--- src/fse_ctrl_pkg.sv ---
`default_nettype none

package fse_ctrl_pkg;

  // Two samples per symbol, the odd one closes the symbol
  typedef enum logic {
    PH_EVEN = 1'b0,
    PH_ODD  = 1'b1
  } rx_phase_e;

  // Delays counted from the shift of the closing sample
  localparam int SAVE_DLY = 1;  // Buffer save, filter capture
  localparam int TAP_DLY  = 3;  // Slicer error is valid here

endpackage

`default_nettype wire

--- src/fse_ifs.sv ---
`timescale 1ns/1ps
`default_nettype none

// Strobes from the rate controller to filter and LMS
interface lms_ctrl_if;
  logic en_shtr;      // Shift in a new sample
  logic save_shftrs;  // Freeze the symbol window
  logic en_taps;      // Load updated taps
  logic en_rx;        // Level, low holds everything idle

  modport master (output en_shtr, output save_shftrs, output en_taps, output en_rx);
  modport slave  (input en_shtr, input save_shftrs, input en_taps, input en_rx);
endinterface


`default_nettype wire

--- src/fse_rate_ctrl.sv ---
`timescale 1ns/1ps
`default_nettype none

module fse_rate_ctrl
  import fse_ctrl_pkg::*;
(
  input  logic       clk,
  input  logic       i_rst_n,
  input  logic       i_valid,
  lms_ctrl_if.master o_ctrl,
  input  logic       i_en_rx
);

  rx_phase_e        r_phase;
  logic [TAP_DLY:1] r_mark;   // Symbol marker, bit n is n cycles after the shift
  logic             w_shift;
  logic             w_close;

  assign w_shift = i_valid & i_en_rx;
  assign w_close = w_shift && (r_phase == PH_ODD);

  always_ff @(posedge clk) begin
    if (!i_rst_n || !i_en_rx) begin
      r_phase <= PH_EVEN;
      r_mark  <= '0;
    end else begin
      if (w_shift) begin
        r_phase <= (r_phase == PH_EVEN) ? PH_ODD : PH_EVEN;
      end
      r_mark <= {r_mark[TAP_DLY-1:1], w_close};
    end
  end

  // Shift happens in the same cycle as the strobe
  assign o_ctrl.en_shtr     = w_shift;
  assign o_ctrl.save_shftrs = r_mark[SAVE_DLY];
  assign o_ctrl.en_taps     = r_mark[TAP_DLY];
  assign o_ctrl.en_rx       = i_en_rx;

endmodule

`default_nettype wire

--- src/flat_wrapper.sv ---
// flat-port wrapper written by rule: the top's interface ports become plain ports
module fse_rate_ctrl_flat import fse_ctrl_pkg::*;
  (clk, i_rst_n, i_valid, i_en_rx, o_ctrl_en_shtr, o_ctrl_save_shftrs, o_ctrl_en_taps, o_ctrl_en_rx);
  lms_ctrl_if o_ctrl_i ();
  input  logic clk;
  input  logic i_rst_n;
  input  logic i_valid;
  input  logic i_en_rx;
  output wire logic [$bits(o_ctrl_i.en_shtr)-1:0] o_ctrl_en_shtr;
  output wire logic [$bits(o_ctrl_i.save_shftrs)-1:0] o_ctrl_save_shftrs;
  output wire logic [$bits(o_ctrl_i.en_taps)-1:0] o_ctrl_en_taps;
  output wire logic [$bits(o_ctrl_i.en_rx)-1:0] o_ctrl_en_rx;
  assign o_ctrl_en_shtr = o_ctrl_i.en_shtr;
  assign o_ctrl_save_shftrs = o_ctrl_i.save_shftrs;
  assign o_ctrl_en_taps = o_ctrl_i.en_taps;
  assign o_ctrl_en_rx = o_ctrl_i.en_rx;
  fse_rate_ctrl u_core (.clk(clk), .i_rst_n(i_rst_n), .i_valid(i_valid), .o_ctrl(o_ctrl_i), .i_en_rx(i_en_rx));
endmodule
--- config.mk ---
export PLATFORM = sky130hd
export DESIGN_NAME = fse_rate_ctrl_flat
export DESIGN_NICKNAME = d
export VERILOG_FILES = /design/src/fse_ctrl_pkg.sv /design/src/fse_ifs.sv /design/src/fse_rate_ctrl.sv /design/src/flat_wrapper.sv
export SDC_FILE = /design/constraint.sdc
export NUM_CORES = 1
export LEC_CHECK = 0
export BUFFER_PORTS_ARGS = -buffer_cell sky130_fd_sc_hd__buf_2
export CORE_AREA = 2 2 39 41
export DETAILED_ROUTE_END_ITERATION = 10
export DIE_AREA = 0 0 41 43
export PLACE_DENSITY = 0.3
export SLEW_MARGIN = 0
export SYNTH_ARGS = -nofsm -noshare
export SYNTH_HDL_FRONTEND = slang
export SYNTH_SLANG_ARGS = --single-unit
--- constraint.sdc ---
create_clock -name clk -period 1.2 [get_ports clk]
set_clock_uncertainty 0.15 [all_clocks]
set_input_delay 0.12 -clock clk [delete_from_list [all_inputs] [get_ports clk]]
set_output_delay 0.12 -clock clk [all_outputs]
set_load 0.05 [all_outputs]
==> results.tsv, run 1 <==
metric	value	unit
type of the setup path with the least slack	reg2out	
final weighted congestion of routability-driven global placement	0.508	
critical-path cell with the highest stage delay	dfxtp_1	
maximum number of pins on one net before global-route repair	6	
setup bufs post-CTS	0	
net count of the mapped netlist	15	
number of buffers inserted during clock tree synthesis	3	
Buffers on Ports	7	
post-layout worst setup margin	121	ps
kind of capture point of the worst setup path	primary output	
total overflow reported by the global router	0	
Slew headroom	83.4	%
Root Driver	clkbuf_4	
routed length per placed instance	8.19	um
CP required	930	ps
number of standard cells after synthesis	11	
critical path startpoint	u_core.r_mark[1]	
Slew Limit Fails	0	
syn avg cell area	12.1	um^2
area fraction in compound gates after synthesis	0	%
maximum number of buffers from clock root to sink	2	
slew at the pin closest to its max-slew limit	250	ps
count of clock tree sinks	4	
xor and xnor fraction of the mapped netlist area	6.60	%
minimum setup slack after placement	298	ps
fraction of layout instances using a drive strength above 1	65.0	%
Lkg Pwr	0.111	nW
top library cells by usage in the layout, fill and taps aside	buf_2 (7), dfxtp_1 (4), clkbuf_4 (3)	
biggest cell delay along the critical path	310	ps
path type of the worst min-delay path	in2reg	
post-detailed-route count of antenna-violating nets	0	
critical path cell sequence	buf_2	
DR pass1 iterations	2	
Seq/Total Area, Yosys	60.4	%
antenna violations before repair	0	
latest clock arrival within the worst-skew pair	240	ps
core utilization of the finished layout	14.6	%
boundary pin count	8	
via count of the first global-routing pass	104	
Die Y	43	um
Area growth syn-to-layout	52.8	%
final worst-path cycle share	89.9	%
site row count	14	
DRT iter0 DRCs	2	
number of max-cap violations	0	
die width	41	um
flops & latches, synth	4	
maximum fanout along the worst path	2	
total of warnings raised by yosys	0	
setup TNS	0	ps
TritonCTS clock tree	done	
most frequent standard cell in the layout excluding fill and tap cells	buf_2	
tightest hold margin	3.54	ps
arrival time at the worst endpoint	810	ps
drt total wl	295	um
number of design rule violations left after detail routing	0	
power density over the cells	1680	mW/mm^2
wire length of the first global-routing pass	414	um
startpoint of the most critical register-to-register path	u_core.r_phase	
Layout Nets	26	
crit path buf inv count	1	
minimum clock period after layout	1080	ps
unrepaired setup endpoints after global routing	no	
Clock transition at path regs	40	ps
CTS Hold Bufs	0	
termination of the worst setup path	o_ctrl_save_shftrs	
count of unique library cells instantiated by Yosys	6	
Hold Fails Final Rpt	0	
post-CTS sizing	0	
final count of negative-setup-slack endpoints	0	
slack of the worst reg-to-reg path	320	ps
Synth Area in Simple Gates	27.4	%
overall routing resource usage	4.11	%
H-tree depth	1	
end of the worst register-to-register path	u_core.r_phase	
maximum clock frequency	927	MHz
full die area	0.00176	mm^2
main combinational cell family by area after synthesis	simple AND/OR/NAND/NOR gates	
area of the core	0.00138	mm^2
hold path cells	2	
worst ir drop on vdd	0.345	mV
antenna fix cells	0	
DR vias	110	
post-DR vias/cell	3.06	
status	complete, no violations	
synthesized-area fraction occupied by adder cells	0	%
number of logic stages on the critical path including buffering	1	
HPWL after detailed placement	201	um
Critical Path Source Type	register	
proportion of synthesized area in mux cells	0	%
Crit path max-delay family	flip-flops	
mapped cell area	133	um^2
initial core utilization	9.58	%
depth of the most critical reg-to-reg path	2	
[where the power goes]
part | total, mW | internal [mW] | switching, mW
Sequential | 0.137 | 0.136 | 0.00121
Combinational | 0.0326 | 0.0109 | 0.0217
Clock | 0.171 | 0.112 | 0.0584
[cell families (layout without fill, tap and decap cells)]
kind of cell / Yosys count / in the layout
DFF: 4 / 4
xor gates and xnor gates: 1 / 1
and+or+nand+nor: 5 / 5
buffers and inverters: 1 / 10
[per-layer routing]
layer / share of wire (%) / global-route usage [%] / vias up
met3: 17 / 6.28 / 0
met4: 0 / 2.00 / 0
met1: 50 / 4.49 / 47
met5: 0 / 0 / -
met2: 33 / 3.75 / 8
li1: - / - / 55
[synth_stat cells, drive strengths merged]
library cell,count,area share (%)
buf,1,5.7
xor2,1,6.6
and3,4,21
dfxtp,4,60
and2,1,6.6
[stage by stage]
step / area [um^2] / instances / power [mW]
6_report: 203 / 36 / 0.340
5_1_grt: 203 / 36 / 0.365
4_1_cts: 203 / 36 / 0.350
3_5_place_dp: 180 / 33 / 0.172
3_3_place_gp: 180 / 33 / 0.172
2_1_floorplan: 133 / 11 / 0.162
[area by class of cell]
class	instances	area, um^2
sequential	4	80.1
clock buffer	3	22.5
multi-input combinational	6	45.0
tap	16	20.0
fill	158	1180
timing repair buffer	7	35.0
[flip-flops by register name, summed over array words and instances (netlist names)]
signal	cells
u_core.r_phase	1
u_core.r_mark	3
[worst min path at each step]
stage	to	slack [ps]	from
detailed placement	u_core.r_mark[1]	240	i_rst_n
finish	u_core.r_phase	4	i_rst_n
CTS	u_core.r_phase	3	i_rst_n
floorplan	u_core.r_phase	120	i_rst_n
global route	u_core.r_mark[1]	10	i_rst_n
global placement	u_core.r_phase	240	i_rst_n
Power figures use the tool's default switching activity.
==> run 2: changes to the inputs <==
- BUFFER_PORTS_ARGS: -buffer_cell sky130_fd_sc_hd__buf_2 -> -buffer_cell sky130_fd_sc_hd__buf_4
- SETUP_SLACK_MARGIN: not set -> 0.2
- clock period: 1.2 -> 1 ns (I/O delays scaled with it)
==> results.tsv, run 2 (synthesis results as in run 1) <==
metric	value	unit
maximum fanout along the worst path	2	
Critical Path Source Type	register	
arrival time at the worst endpoint	720	ps
Crit path max-delay family	flip-flops	
boundary pin count	8	
tightest hold margin	-26.7	ps
DR pass1 iterations	1	
post-layout worst setup margin	32.0	ps
crit path buf inv count	1	
worst ir drop on vdd	0.209	mV
antenna violations before repair	0	
number of max-cap violations	0	
Area growth syn-to-layout	90.6	%
latest clock arrival within the worst-skew pair	230	ps
path type of the worst min-delay path	in2reg	
maximum clock frequency	1030	MHz
unrepaired setup endpoints after global routing	yes	
Hold Fails Final Rpt	3	
biggest cell delay along the critical path	340	ps
slack of the worst reg-to-reg path	160	ps
slew at the pin closest to its max-slew limit	145	ps
max FFs per register	3	
full die area	0.00176	mm^2
overall routing resource usage	4.21	%
Slew headroom	90.4	%
power density over the cells	1690	mW/mm^2
routed length per placed instance	7.76	um
drt total wl	287	um
register with the highest flop count	u_core.r_mark	
Root Driver	clkbuf_4	
most frequent standard cell in the layout excluding fill and tap cells	buf_4	
area of the core	0.00138	mm^2
antenna fix cells	0	
maximum number of pins on one net before global-route repair	6	
TritonCTS clock tree	done	
Sequential Area	86.3	um^2
Die Y	43	um
via count of the first global-routing pass	114	
site row count	14	
CP required	750	ps
kind of capture point of the worst setup path	primary output	
minimum setup slack after placement	160	ps
Clock transition at path regs	40	ps
count of clock tree sinks	4	
final worst-path cycle share	96.8	%
DRT iter0 DRCs	0	
initial core utilization	9.58	%
Lkg Pwr	0.120	nW
wire length of the first global-routing pass	386	um
DR vias	116	
Buffers on Ports	7	
number of design rule violations left after detail routing	0	
critical path cell sequence	buf_8	
minimum clock period after layout	968	ps
number of buffers inserted during clock tree synthesis	3	
number of fillers in the final layout	158	
Layout Nets	26	
critical-path cell with the highest stage delay	dfxtp_4	
fraction of layout instances using a drive strength above 1	76.2	%
top library cells by usage in the layout, fill and taps aside	buf_4 (4), clkbuf_4 (3), and3_1 (2), buf_8 (2), dfxtp_2 (2)	
post-DR vias/cell	3.14	
type of the setup path with the least slack	reg2out	
die width	41	um
setup TNS	0	ps
final weighted congestion of routability-driven global placement	0.490	
post-detailed-route count of antenna-violating nets	0	
area used by multi-input combinational logic	48.8	um^2
total overflow reported by the global router	0	
maximum number of buffers from clock root to sink	2	
H-tree depth	1	
status	finished with violations	
failing checks	negative hold slack	
Slew Limit Fails	0	
final count of negative-setup-slack endpoints	0	
Pwr Total	0.427	mW
registers with the most flip-flops	u_core.r_mark x3, u_core.r_phase x1	
[run 2: cell types whose count changed in the layout (fill, tap and decap cells not counted)]
cell,previous run,this run
buf_6,0,1
buf_8,0,2
dfxtp_1,4,1
buf_2,7,0
and3_4,0,1
dfxtp_4,0,1
dfxtp_2,0,2
clkbuf_1,0,1
buf_4,0,4
and3_2,2,1
[run 2: report_power, final]
group	internal, mW	total [mW]	switching (mW)
sequential	0.161	0.163	0.00189
clock	0.150	0.216	0.0663
combinational	0.0214	0.0482	0.0268
[run 2: layout make-up]
cell class | instances | share of cell area, %
Clock buffer | 4 | 10.4
Multi-Input combinational cell | 6 | 19.3
Tap cell | 16 | 7.92
Sequential cell | 4 | 34.2
Timing Repair Buffer | 7 | 28.2
[run 2: per-stage QoR]
step / util (%) / area [um^2] / instances
after floorplan: - / 143 / 11
after global placement: 15.0 / 208 / 33
after detailed placement: 15.0 / 208 / 33
after CTS: 17.7 / 245 / 37
after global routing: 18.3 / 253 / 37
final: 18.3 / 253 / 37
[run 2: repair_timing]
action / 4_1_cts / 5_1_grt
pin swaps: 0 / 0
buffers inserted: 0 / 0
hold endpoints to repair: 4 / 2
setup endpoints to repair: 3 / 4
cloned: 0 / 0
gates resized for setup: 3 / 2
[run 2: final timing paths]
check / depth (start not counted) / startpoint / to
max: 1 / u_core.r_mark[1] / o_ctrl_save_shftrs
min: 2 / i_rst_n / u_core.r_mark[1]
max reg2reg: 2 / u_core.r_phase / u_core.r_phase
min reg2reg: 1 / u_core.r_phase / u_core.r_mark[1]
[run 2: per-layer routing]
metal | up-vias | track usage [%] | share of wire (%)
li1 | 55 | - | -
met1 | 53 | 4.17 | 41
met2 | 8 | 3.44 | 41
met3 | 0 | 3.14 | 18
met4 | 0 | 8.00 | 0
met5 | - | 0 | 0
