File: src/fse_fmt_pkg.sv
`default_nettype none

package fse_fmt_pkg;

  // Input samples, S(8,7)
  localparam int NBT_IN = 8;
  localparam int NBF_IN = 7;

  // Tap formats inside the LMS block and as seen by the filter
  localparam int NBT_LMS_TAPS = 20;  // S(20,17)
  localparam int NBF_LMS_TAPS = 17;
  localparam int NBT_FSE_TAPS = 10;  // S(10,7)
  localparam int NBF_FSE_TAPS = 7;

  // Slicer error, S(9,7)
  localparam int NBT_ERR = 9;
  localparam int NBF_ERR = 7;

  // Filter output after rounding, S(12,9)
  localparam int NBT_Y = 12;
  localparam int NBF_Y = 9;

  typedef logic signed [NBT_IN-1:0]       sample_t;
  typedef logic signed [NBT_ERR-1:0]      err_t;
  typedef logic signed [NBT_LMS_TAPS-1:0] lms_tap_t;
  typedef logic signed [NBT_FSE_TAPS-1:0] fse_tap_t;
  typedef logic signed [NBT_Y-1:0]        y_t;
  typedef logic signed [NBT_ERR-1:0]      dec_t;  // Same grid as the error

endpackage

`default_nettype wire

File: src/fse_ifs.sv
`timescale 1ns/1ps
`default_nettype none


// One symbol result from the slicer
interface sym_if
  import fse_fmt_pkg::*;
();
  logic valid;
  dec_t dec_I;
  dec_t dec_Q;
  err_t err_I;
  err_t err_Q;

  modport master (
    output valid, output dec_I, output dec_Q,
    output err_I, output err_Q
  );
  modport slave (
    input valid, input dec_I, input dec_Q,
    input err_I, input err_Q
  );
endinterface

`default_nettype wire

File: src/fse_slicer.sv
`timescale 1ns/1ps
`default_nettype none

module fse_slicer
  import fse_fmt_pkg::*;
(
  input  logic  clk,
  input  logic  i_rst_n,
  input  y_t    i_y_I,
  input  y_t    i_y_Q,
  input  logic  i_y_strobe,
  sym_if.master o_sym
);

  localparam int SHIFT    = NBF_Y - NBF_ERR;
  localparam int NBT_DIFF = NBT_Y + 2;
  localparam int NB_SAT   = NBT_DIFF - SHIFT - NBT_ERR;
  localparam dec_t DEC_POS = dec_t'(1 <<< (NBF_ERR - 1));  // +0.5
  localparam dec_t DEC_NEG = -DEC_POS;

  logic r_valid;
  dec_t w_dec_I;
  dec_t w_dec_Q;
  dec_t r_dec_I;
  dec_t r_dec_Q;
  err_t r_err_I;
  err_t r_err_Q;

  function automatic dec_t decide(input y_t y);
    return y[NBT_Y-1] ? DEC_NEG : DEC_POS;
  endfunction

  // Error is y minus decision, brought to S(9,7)
  function automatic err_t slice_err(input y_t y, input dec_t d);
    logic signed [NBT_DIFF-1:0] diff;
    logic [NB_SAT:0]            top;
    diff = NBT_DIFF'(y) - (NBT_DIFF'(d) <<< SHIFT) + (NBT_DIFF'(1) <<< (SHIFT - 1));
    top  = diff[NBT_DIFF-1 -: NB_SAT+1];
    if (&top || ~|top) begin
      return diff[SHIFT +: NBT_ERR];
    end
    return top[NB_SAT] ? {1'b1, {(NBT_ERR-1){1'b0}}} : {1'b0, {(NBT_ERR-1){1'b1}}};
  endfunction

  assign w_dec_I = decide(i_y_I);
  assign w_dec_Q = decide(i_y_Q);

  always_ff @(posedge clk) begin
    if (!i_rst_n) begin
      r_valid <= 1'b0;
    end else begin
      r_valid <= i_y_strobe;
    end
  end

  always_ff @(posedge clk) begin
    if (i_y_strobe) begin
      r_dec_I <= w_dec_I;
      r_dec_Q <= w_dec_Q;
      r_err_I <= slice_err(i_y_I, w_dec_I);
      r_err_Q <= slice_err(i_y_Q, w_dec_Q);
    end
  end

  assign o_sym.valid = r_valid;
  assign o_sym.dec_I = r_dec_I;
  assign o_sym.dec_Q = r_dec_Q;
  assign o_sym.err_I = r_err_I;
  assign o_sym.err_Q = r_err_Q;

endmodule

`default_nettype wire

File: src/flat_wrapper.sv
// flat-port wrapper written by rule: the top's interface ports become plain ports
module fse_slicer_flat import fse_fmt_pkg::*;
  (clk, i_rst_n, i_y_I, i_y_Q, i_y_strobe, o_sym_valid, o_sym_dec_I, o_sym_dec_Q, o_sym_err_I, o_sym_err_Q);
  sym_if o_sym_i ();
  input  logic clk;
  input  logic i_rst_n;
  input  y_t i_y_I;
  input  y_t i_y_Q;
  input  logic i_y_strobe;
  output wire logic [$bits(o_sym_i.valid)-1:0] o_sym_valid;
  output wire logic [$bits(o_sym_i.dec_I)-1:0] o_sym_dec_I;
  output wire logic [$bits(o_sym_i.dec_Q)-1:0] o_sym_dec_Q;
  output wire logic [$bits(o_sym_i.err_I)-1:0] o_sym_err_I;
  output wire logic [$bits(o_sym_i.err_Q)-1:0] o_sym_err_Q;
  assign o_sym_valid = o_sym_i.valid;
  assign o_sym_dec_I = o_sym_i.dec_I;
  assign o_sym_dec_Q = o_sym_i.dec_Q;
  assign o_sym_err_I = o_sym_i.err_I;
  assign o_sym_err_Q = o_sym_i.err_Q;
  fse_slicer u_core (.clk(clk), .i_rst_n(i_rst_n), .i_y_I(i_y_I), .i_y_Q(i_y_Q), .i_y_strobe(i_y_strobe), .o_sym(o_sym_i));
endmodule
File: config.mk
export PLATFORM = sky130hd
export DESIGN_NAME = fse_slicer_flat
export DESIGN_NICKNAME = d
export VERILOG_FILES = /design/src/fse_fmt_pkg.sv /design/src/fse_ifs.sv /design/src/fse_slicer.sv /design/src/flat_wrapper.sv
export SDC_FILE = /design/constraint.sdc
export NUM_CORES = 1
export LEC_CHECK = 0
export BUFFER_PORTS_ARGS = -buffer_cell sky130_fd_sc_hd__clkbuf_2
export CAP_MARGIN = 20
export CORE_ASPECT_RATIO = 0.5
export CORE_MARGIN = 1
export CORE_UTILIZATION = 50
export DETAILED_ROUTE_END_ITERATION = 8
export GPL_ROUTABILITY_DRIVEN = 0
export HOLD_SLACK_MARGIN = 0.05
export PLACE_DENSITY_LB_ADDON = 0.25
export REMOVE_ABC_BUFFERS = 1
export SLEW_MARGIN = 20
export SYNTH_ARGS = -nofsm -noshare
export SYNTH_HDL_FRONTEND = slang
export SYNTH_SLANG_ARGS = --single-unit
export TNS_END_PERCENT = 1
File: constraint.sdc
create_clock -name clk -period 2.9 [get_ports clk]
set_clock_uncertainty 0.05 [all_clocks]
set_input_delay 0.145 -clock clk [delete_from_list [all_inputs] [get_ports clk]]
set_output_delay 0.145 -clock clk [all_outputs]
set_load 0.005 [all_outputs]
==> impl_metrics.ini, run 1 <==
[floorplan]
rows = 15
core_mm2 = 0.00347
io_pins = 64
start_util_pct = 52.8
dieArea_mm2 = 0.00392
die_w_um = 87.6
die_h_um = 44.8

[setup_path]
critPathMaxFanout = 8
crit_required_ps = 2940
crit_start = i_y_Q[8]
endpoint_kind = flop
cp_slowest_cell = or4b_1
crit_family = simple AND/OR/NAND/NOR gates
crit_path_cell_trace = clkbuf_2 > inv_1 > fa_1 > inv_1 > fa_1 > inv_1 > or4b_1 > nand2_1 > o22ai_1 > a211oi_1
worst_path_most_repeated_cell = inv_1
crit_type = primary input to flop
cp_num_buf_inv = 4
crit_path_start_kind = primary input
arrival_ps = 2550
max_stage_delay_ps = 650

[logic_synthesis]
syn_area_per_cell_um2 = 8.89
yosysSeqAreaShare_pct = 33.9
synthTopCellsByArea = edfxtp_1 33%, buf_4 6.6%, ha_1 5.5%
async_flop_share_pct = 0
synth_enable_flop_cells = 20
synthesis.area_mm2 = 0.00183
synth-xor-area-share_pct = 6.69
synth_cell_type_count = 41
postSynthCellCount = 206
synth_seq_cells = 21
netlist.area_leader.share_pct = 32.8
synth_mux_area_share_pct = 0
yosysWarningCount = 0
synthTopCellsByCount = 20 x edfxtp_1, 20 x nor2_1, 17 x a21oi_1
synth-compound-area-share_pct = 19.3
synth_simple_gate_area_share_pct = 18.5
synth_top_area_cell = edfxtp_1
synthFlopType = edfxtp_1
synth_fa_ha_area_share_pct = 10.9
synth_top_family_by_area = compound AO/OA/AOI/OAI gates

[finish]
final_util_pct = 60.5
final_area_mm2 = 0.00210
fin_nets = 289
drive_gt1_share_pct = 24.5
area_growth_pct = 14.7
diodes = 0
final_cells = 300

[power_and_ir_drop]
clockPowerShare_pct = 21.0
total_switching_power_w = 0.000270
p_leak_nw = 0.896
peakVddDrop_uv = 181
power.density_mw_per_mm2 = 418
p_seq_share_pct = 44.7
p_comb_share_pct = 34.3
p_int_w = 0.000609
total_power_w = 0.000879
switching_share_pct = 30.7

[run]
max_cap_violations = 0

[sta]
max_slew_margin_pct = 61.1
period_share_pct = 86.7
post-route-min-period_ps = 2510
finalSetupViolCount = 0
final.setup.tns_ps = 0
rsz0062_at_grt = false
max_freq_mhz = 398
maxSlewViolCount = 0
hold_viol_final = 0
worst_pin_slew_ps = 583

[clocking]
clkTransAtPathRegs_ps = 70
htree_levels = 1
cts_tree = done
postCtsSetupRepairBufs = 0
clk_path_buf_depth = 2
clock-sinks = 21
cts_buffers = 3
cts_root_buffer = clkbuf_8

[route]
wl_per_cell_um = 11.6
post_drt_via_cell_ratio = 5.32
totalWireLength_um = 3490
drc = 0
drt_first_iter_violations = 48
ant_nets = 0
num_vias = 1595
dr.pass1.iters = 4

[grt]
grt_max_degree = 22
globalRoute.totalOverflow = 0
grt_pass1_wl_um = 5420
antenna_found_initial = 0
grt_pass1_vias = 1257
grtUsageTotal_pct = 17.9

[placed_design]
port_buffers = 47
postPlaceCellArea_mm2 = 0.00204
dp_hpwl_um = 2780
dp_cells = 295

[hold_path]
hp-start = i_y_I[11]
hp-class = primary input to flop

[outcome]
status = complete, no violations
-- sequential cells by signal, summed over array words and instances, names as in the netlist --
signal	cells
u_core.o_sym.dec_Q	1
u_core.o_sym.dec_I	1
u_core.o_sym.err_I	9
u_core.o_sym.err_Q	9
u_core.o_sym.valid	1
-- path summary, 6_finish.rpt --
path / endpoint / slack [ps] / depth (start not counted)
max: u_core.o_sym.err_Q[4] / 390 / 10
min: u_core.o_sym.dec_I[7] / 70 / 1
-- cells in the final DEF, fill, tap and decap left out, drive strengths merged, types with 3 or more instances in the layout --
cell type  Yosys  final
a21o           3      3
inv           11     11
nand2         12     12
nand3          7      7
ha             8      8
nor2          20     20
a31oi          3      3
a221oi         3      3
edfxtp        20     20
a211oi         6      6
xnor2          8      8
o21ai         11     11
xor2           6      6
fa             4      4
clkbuf         6     50
a21oi         17     17
nand4          8      8
conb           2     14
nor3          11     11
-- routing by layer --
metal	GRT usage, %	share of wire, %	up-vias
met3	4.02	5.3	4
met4	3.93	0.77	0
li1	-	-	815
met1	22.1	46	723
met2	32.7	48	53
met5	0	0	-
-- stage by stage --
step / hold slack, ps / worst slack, ps
after floorplan: 194 / 506
after global placement: 302 / 217
after detailed placement: 311 / 137
after CTS: 59.1 / 408
after global routing: 55.6 / 222
final: 65.6 / 385
-- power by group through the flow --
stage	sequential (W)	clock [W]	combinational (W)
3_3_place_gp	0.000399	0	0.000290
6_report	0.000393	0.000184	0.000302
4_1_cts	0.000393	0.000191	0.000299
5_1_grt	0.000397	0.000199	0.000335
2_1_floorplan	0.000408	0	0.000177
3_5_place_dp	0.000400	0	0.000297
-- area by class of cell --
| cell class | instances | area, µm² |
|---|---|---|
| clock buffer | 3 | 41.3 |
| clock inverter | 1 | 5.00 |
| inverter | 11 | 41.3 |
| multi-input combinational | 163 | 1070 |
| sequential | 21 | 621 |
| timing repair buffer | 50 | 260 |
| fill | 318 | 1370 |
| tap | 51 | 63.8 |
-- logic make-up (layout without fill, tap and decap cells) --
group                      count (synthesis)  count (layout)
AOI/OAI and AO/OA                         53              53
and+or+nand+nor                           68              68
buffers and inverters                     34              65
xor gates and xnor gates                  14              14
adders and majority gates                 14              14
DFF                                       21              21
other                                      2              14
-- timing repair --
action	in CTS	in global routing
hold buffers	1	0
hold endpoints to repair	1	0
gates resized for setup	0	0
No activity file was read; power rests on OpenSTA's default activity.
==> inputs of run 2 (changes only) <==
- ABC_AREA: unset -> 1
==> run 2 against run 1 <==
Against the previous run:
- first-iteration DRC count shrank 46%
- die area decreased by 4.7%
- area after synthesis is 4.8% lower
- hold slack worse by 2.1 ps
- highest routed layer unchanged
- fmax is 18% higher
- largest power group unchanged
- sequential power about the same
==> impl_metrics.ini, run 2 <==
[power_and_ir_drop]
power.density_mw_per_mm2 = 410
peakVddDrop_uv = 192
p_leak_nw = 1.06

[finish]
fin_nets = 302
nFillCells = 294
final_cell_mix = 63 x nand2_1, 47 x clkbuf_2, 27 x inv_1, 22 x nand3_1, 20 x edfxtp_1
register_area_um2 = 621
final_common_cell = nand2_1
drive_gt1_share_pct = 27.5
diodes = 0
area_growth_pct = 15.3
final_area_mm2 = 0.00201
multiInputGateArea_um2 = 935

[grt]
antenna_found_initial = 0
grt_max_degree = 22
grt_pass1_wl_um = 4730
grt_pass1_vias = 1201
grtUsageTotal_pct = 16.1
globalRoute.totalOverflow = 0

[logic_synthesis]
synth_cell_type_count = 24
yosysMostFrequentCell = nand2_1
synth_enable_flop_cells = 20
synthesis.area_mm2 = 0.00174
synth_seq_cells = 21
synth_top_area_cell = edfxtp_1
yosysWarningCount = 0
synthFlopType = edfxtp_1
synthTopCellsByCount = 63 x nand2_1, 27 x inv_1, 22 x nand3_1
netlist.area_leader.share_pct = 34.5
postSynthCellCount = 214
yosysSeqAreaShare_pct = 35.6
syn_area_per_cell_um2 = 8.14
async_flop_share_pct = 0
synthTopCellsByArea = edfxtp_1 34%, nand2_1 14%, buf_4 6.9%

[floorplan]
dieArea_mm2 = 0.00374
die_h_um = 43.8
die_w_um = 85.5
rows = 14
core_mm2 = 0.00315
start_util_pct = 55.3
io_pins = 64

[clocking]
clock-sinks = 21
cts_buffers = 3
cts_root_buffer = clkbuf_8
htree_levels = 1
clkTransAtPathRegs_ps = 70
cts_tree = done
clk_path_buf_depth = 2
post_cts_resized = 0

[hold_path]
hp-start = i_y_I[11]
worst_hold_path.endpoint = u_core.o_sym.dec_I[7]
hp-class = primary input to flop
min_path_cells = 1

[placed_design]
postPlaceCellArea_mm2 = 0.00195
dp_hpwl_um = 2430
port_buffers = 47

[setup_path]
cp_slowest_cell = fa_1
crit_type = primary input to flop
worst_path_most_repeated_cell = nand2_1
endpoint_kind = flop
crit_path_cell_trace = clkbuf_2 > inv_2 > fa_1 > inv_1 > fa_1 > nand2_1 > nor2_1 > nand3_1 > nand2_1 > nand3_1 > nand2_1 > nand3_1 > nand2_1
critPathMaxFanout = 8
max_stage_delay_ps = 460
crit_path_start_kind = primary input
crit_required_ps = 2860
arrival_ps = 2090

[sta]
final.setup.tns_ps = 0
maxSlewViolCount = 0
max_freq_mhz = 469
rsz0062_at_grt = false
post-route-min-period_ps = 2130
hold_viol_final = 0
whs_ps = 63.6
finalSetupViolCount = 0
period_share_pct = 73.5

[route]
wl_per_cell_um = 9.06
ant_nets = 0
drt_first_iter_violations = 26
totalWireLength_um = 2740
drc = 0
num_vias = 1385
dr.pass1.iters = 4
post_drt_via_cell_ratio = 4.59

[run]
max_cap_violations = 0

[outcome]
status = complete, no violations
==> run 2: area by class of cell <==
type                    instances  share of cell area, %
multi-input cells             159                   46.5
clock inverters                 1                  0.249
inverters                      30                   5.60
clock buffers                   3                   2.05
repair buffers                 48                   12.2
flip-flops and latches         21                   30.9
well taps                      40                   2.49
==> run 2: layer usage <==
layer / vias up / GRT usage (%) / share of wire, %
met2: 37 / 32.6 / 52
met5: - / 0 / 0
met3: 4 / 3.62 / 4.1
met4: 0 / 4.00 / 0.77
li1: 743 / - / -
met1: 601 / 17.5 / 43
==> run 2: cells by family after synthesis <==
group / after synthesis / share of synthesized area [%]
simple gates: 115 / 30.6
buf+inv: 46 / 13.4
flops: 21 / 35.6
xor+xnor: 14 / 7.04
fa+ha+maj: 12 / 10.3
compound gates: 4 / 2.66
other cells: 2 / 0.431
==> run 2: report_power, final <==
| part | switching, W | internal, W |
|---|---|---|
| combinational | 0.000152 | 0.0000997 |
| clock | 0.0000864 | 0.0000954 |
| sequential | 0.00000935 | 0.000380 |
==> run 2: worst max-delay path, delay by kind of cell <==
family / cells / cell delay (ps)
adders and majority gates: 2 / 870
buffers and inverters: 3 / 250
and+or+nand+nor: 8 / 830
==> run 2: through the flow <==
stage / util (%) / worst slack (ps) / instances / power (W)
after floorplan: - / 796 / 210 / 0.000556
after global placement: 61.9 / 529 / 297 / 0.000641
after detailed placement: 61.9 / 482 / 297 / 0.000650
after CTS: 63.7 / 761 / 302 / 0.000832
after global routing: 63.7 / 605 / 302 / 0.000883
final: 63.7 / 768 / 302 / 0.000824
==> run 2: worst max path at each step <==
stage	startpoint	end	slack [ps]	depth (start not counted)
3_5_place_dp	i_y_Q[8]	u_core.o_sym.err_Q[3]	480	13
5_1_grt	i_y_Q[8]	u_core.o_sym.err_Q[5]	600	13
6_report	i_y_Q[8]	u_core.o_sym.err_Q[3]	770	13
3_3_place_gp	i_y_Q[8]	u_core.o_sym.err_Q[2]	530	13
2_1_floorplan	i_y_Q[8]	u_core.o_sym.err_Q[0]	800	12
4_1_cts	i_y_Q[8]	u_core.o_sym.err_Q[3]	760	13
==> run 2: timing repair <==
item / 4_1_cts / 5_1_grt
hold endpoints to repair: 1 / 0
hold buffers: 1 / 0
setup buffers: 0 / 0
==> inputs of run 3 (changes only) <==
- CORE_UTILIZATION: 50 -> 45
- clock period: 2.9 -> 1.9 ns (I/O delays scaled with it)
==> run 3 against run 2 <==
Against the previous run:
- via count increased by 8.6%
- critical path depth decreased by 1
- hold slack improved by 82 ps
- design area increased by 17%
- core utilization increased by 2.5 points
- total power increased by 69%
- non-clock buffer count increased by 20
- first-iteration DRC count unchanged
- critical endpoint is now u_core.o_sym.err_Q[0]
==> impl_metrics.ini, run 3 (synthesis gave the netlist of run 2 again) <==
[run]
max_cap_violations = 0

[floorplan]
die_h_um = 46.0
io_pins = 64
die_w_um = 90.0
start_util_pct = 48.9
core_mm2 = 0.00357
dieArea_mm2 = 0.00414
rows = 15

[sta]
maxSlewViolCount = 0
hold_viol_final = 0
setup_ws_ps = 0.0462
finalSetupViolCount = 0
post-route-min-period_ps = 1900
period_share_pct = 100
max_freq_mhz = 526
whs_ps = 146
rsz0062_at_grt = true

[placed_design]
port_buffers = 47
dp_cells = 324
dp_slack_ps = -405
dp_hpwl_um = 2710

[clocking]
cts_buffers = 3
cts_tree = done
htree_levels = 1
cts_root_buffer = clkbuf_8
clkTransAtPathRegs_ps = 80
clk_path_buf_depth = 2
clock-sinks = 21

[setup_path]
endpoint_kind = flop
arrival_ps = 1870
crit_type = primary input to flop
crit_path_cell_trace = buf_8 > fa_2 > inv_2 > fa_2 > nand2_2 > nor2_4 > nand3_2 > nand2_2 > buf_6 > buf_4 > nand3_4 > nand2_1
max_stage_delay_ps = 460
critPathMaxFanout = 8
cp_slowest_cell = fa_2
crit_required_ps = 1870
crit_path_start_kind = primary input

[route]
num_vias = 1504
drt_first_iter_violations = 26
dr.pass1.iters = 4
post_drt_via_cell_ratio = 4.52
totalWireLength_um = 3440
drc = 0
ant_nets = 0
wl_per_cell_um = 10.3

[power_and_ir_drop]
total_power_w = 0.00139
peakVddDrop_uv = 312
power.density_mw_per_mm2 = 589
p_leak_nw = 1.20

[finish]
area_growth_pct = 35.5
fin_nets = 322
diodes = 0
final_common_cell = nand2_1
drive_gt1_share_pct = 43.6
final_cell_mix = 51 x nand2_1, 43 x clkbuf_2, 22 x inv_1, 20 x edfxtp_1, 18 x buf_4
final_util_pct = 66.2
final_cells = 333

[grt]
grt_pass1_wl_um = 5410
globalRoute.totalOverflow = 0
antenna_found_initial = 0
grt_max_degree = 22
grt_pass1_vias = 1362
grtUsageTotal_pct = 16.7

[hold_path]
hp-class = primary input to flop

[outcome]
status = complete, no violations
-- run 3: cell count changes in the layout (fill, tap and decap cells not counted), sizes merged --
cell	previous run	this run
buf	0	23
dlygate4sd3	1	2
clkbuf	50	46
-- run 3: stage by stage --
step | cell area [µm²] | TNS, ps
floorplan | 1670 | -2280
global placement | 2090 | -4760
detailed placement | 2090 | -5790
CTS | 2260 | -899
global route | 2360 | -1100
finish | 2360 | 0
-- run 3: path summary, 6_finish.rpt --
| check | start | endpoint | slack, ps | cells after the start |
|---|---|---|---|---|
| hold / removal | i_y_Q[11] | u_core.o_sym.dec_Q[7] | 150 | 3 |
| setup / recovery | i_y_Q[11] | u_core.o_sym.err_Q[0] | 0.05 | 12 |
-- run 3: what timing repair did --
action | 4_1_cts | 5_1_grt
cloned | 0 | 0
endpoints found under the hold margin | 2 | 0
resized for setup | 24 | 29
pin swaps | 22 | 19
hold buffers | 2 | 0
setup endpoints to repair | 16 | 17
setup buffers | 3 | 0
-- run 3: metal layers --
metal	vias up	wire (µm)	share of wire, %	track usage (%)
li1	779	-	-	-
met1	673	1410	41	17.6
met2	44	1810	53	34.2
met3	8	166	4.8	3.67
met4	0	57	1.7	6.77
met5	-	0	0	0
-- run 3: cell type report --
class                           instances  area (µm²)
Sequential cell                        21         621
Tap cell                               51        63.8
Fill cell                             298        1200
Inverter                               30         113
Multi-Input combinational cell        159        1080
Clock inverter                          1        5.00
Timing Repair Buffer                   68         434
Clock buffer                            3        41.3
-- run 3: where the power goes --
group | switching, W | total (W) | internal (W)
registers | 0.0000148 | 0.000595 | 0.000580
logic | 0.000289 | 0.000505 | 0.000216
clock network | 0.000144 | 0.000290 | 0.000146
total | 0.000448 | 0.00139 | 0.000942
-- run 3: worst max-delay path: cells and delay by family --
kind | cells | cell delay, ps
adder cells (fa/ha/maj) | 2 | 840
buffers and inverters | 4 | 430
AND/OR/NAND/NOR | 6 | 510
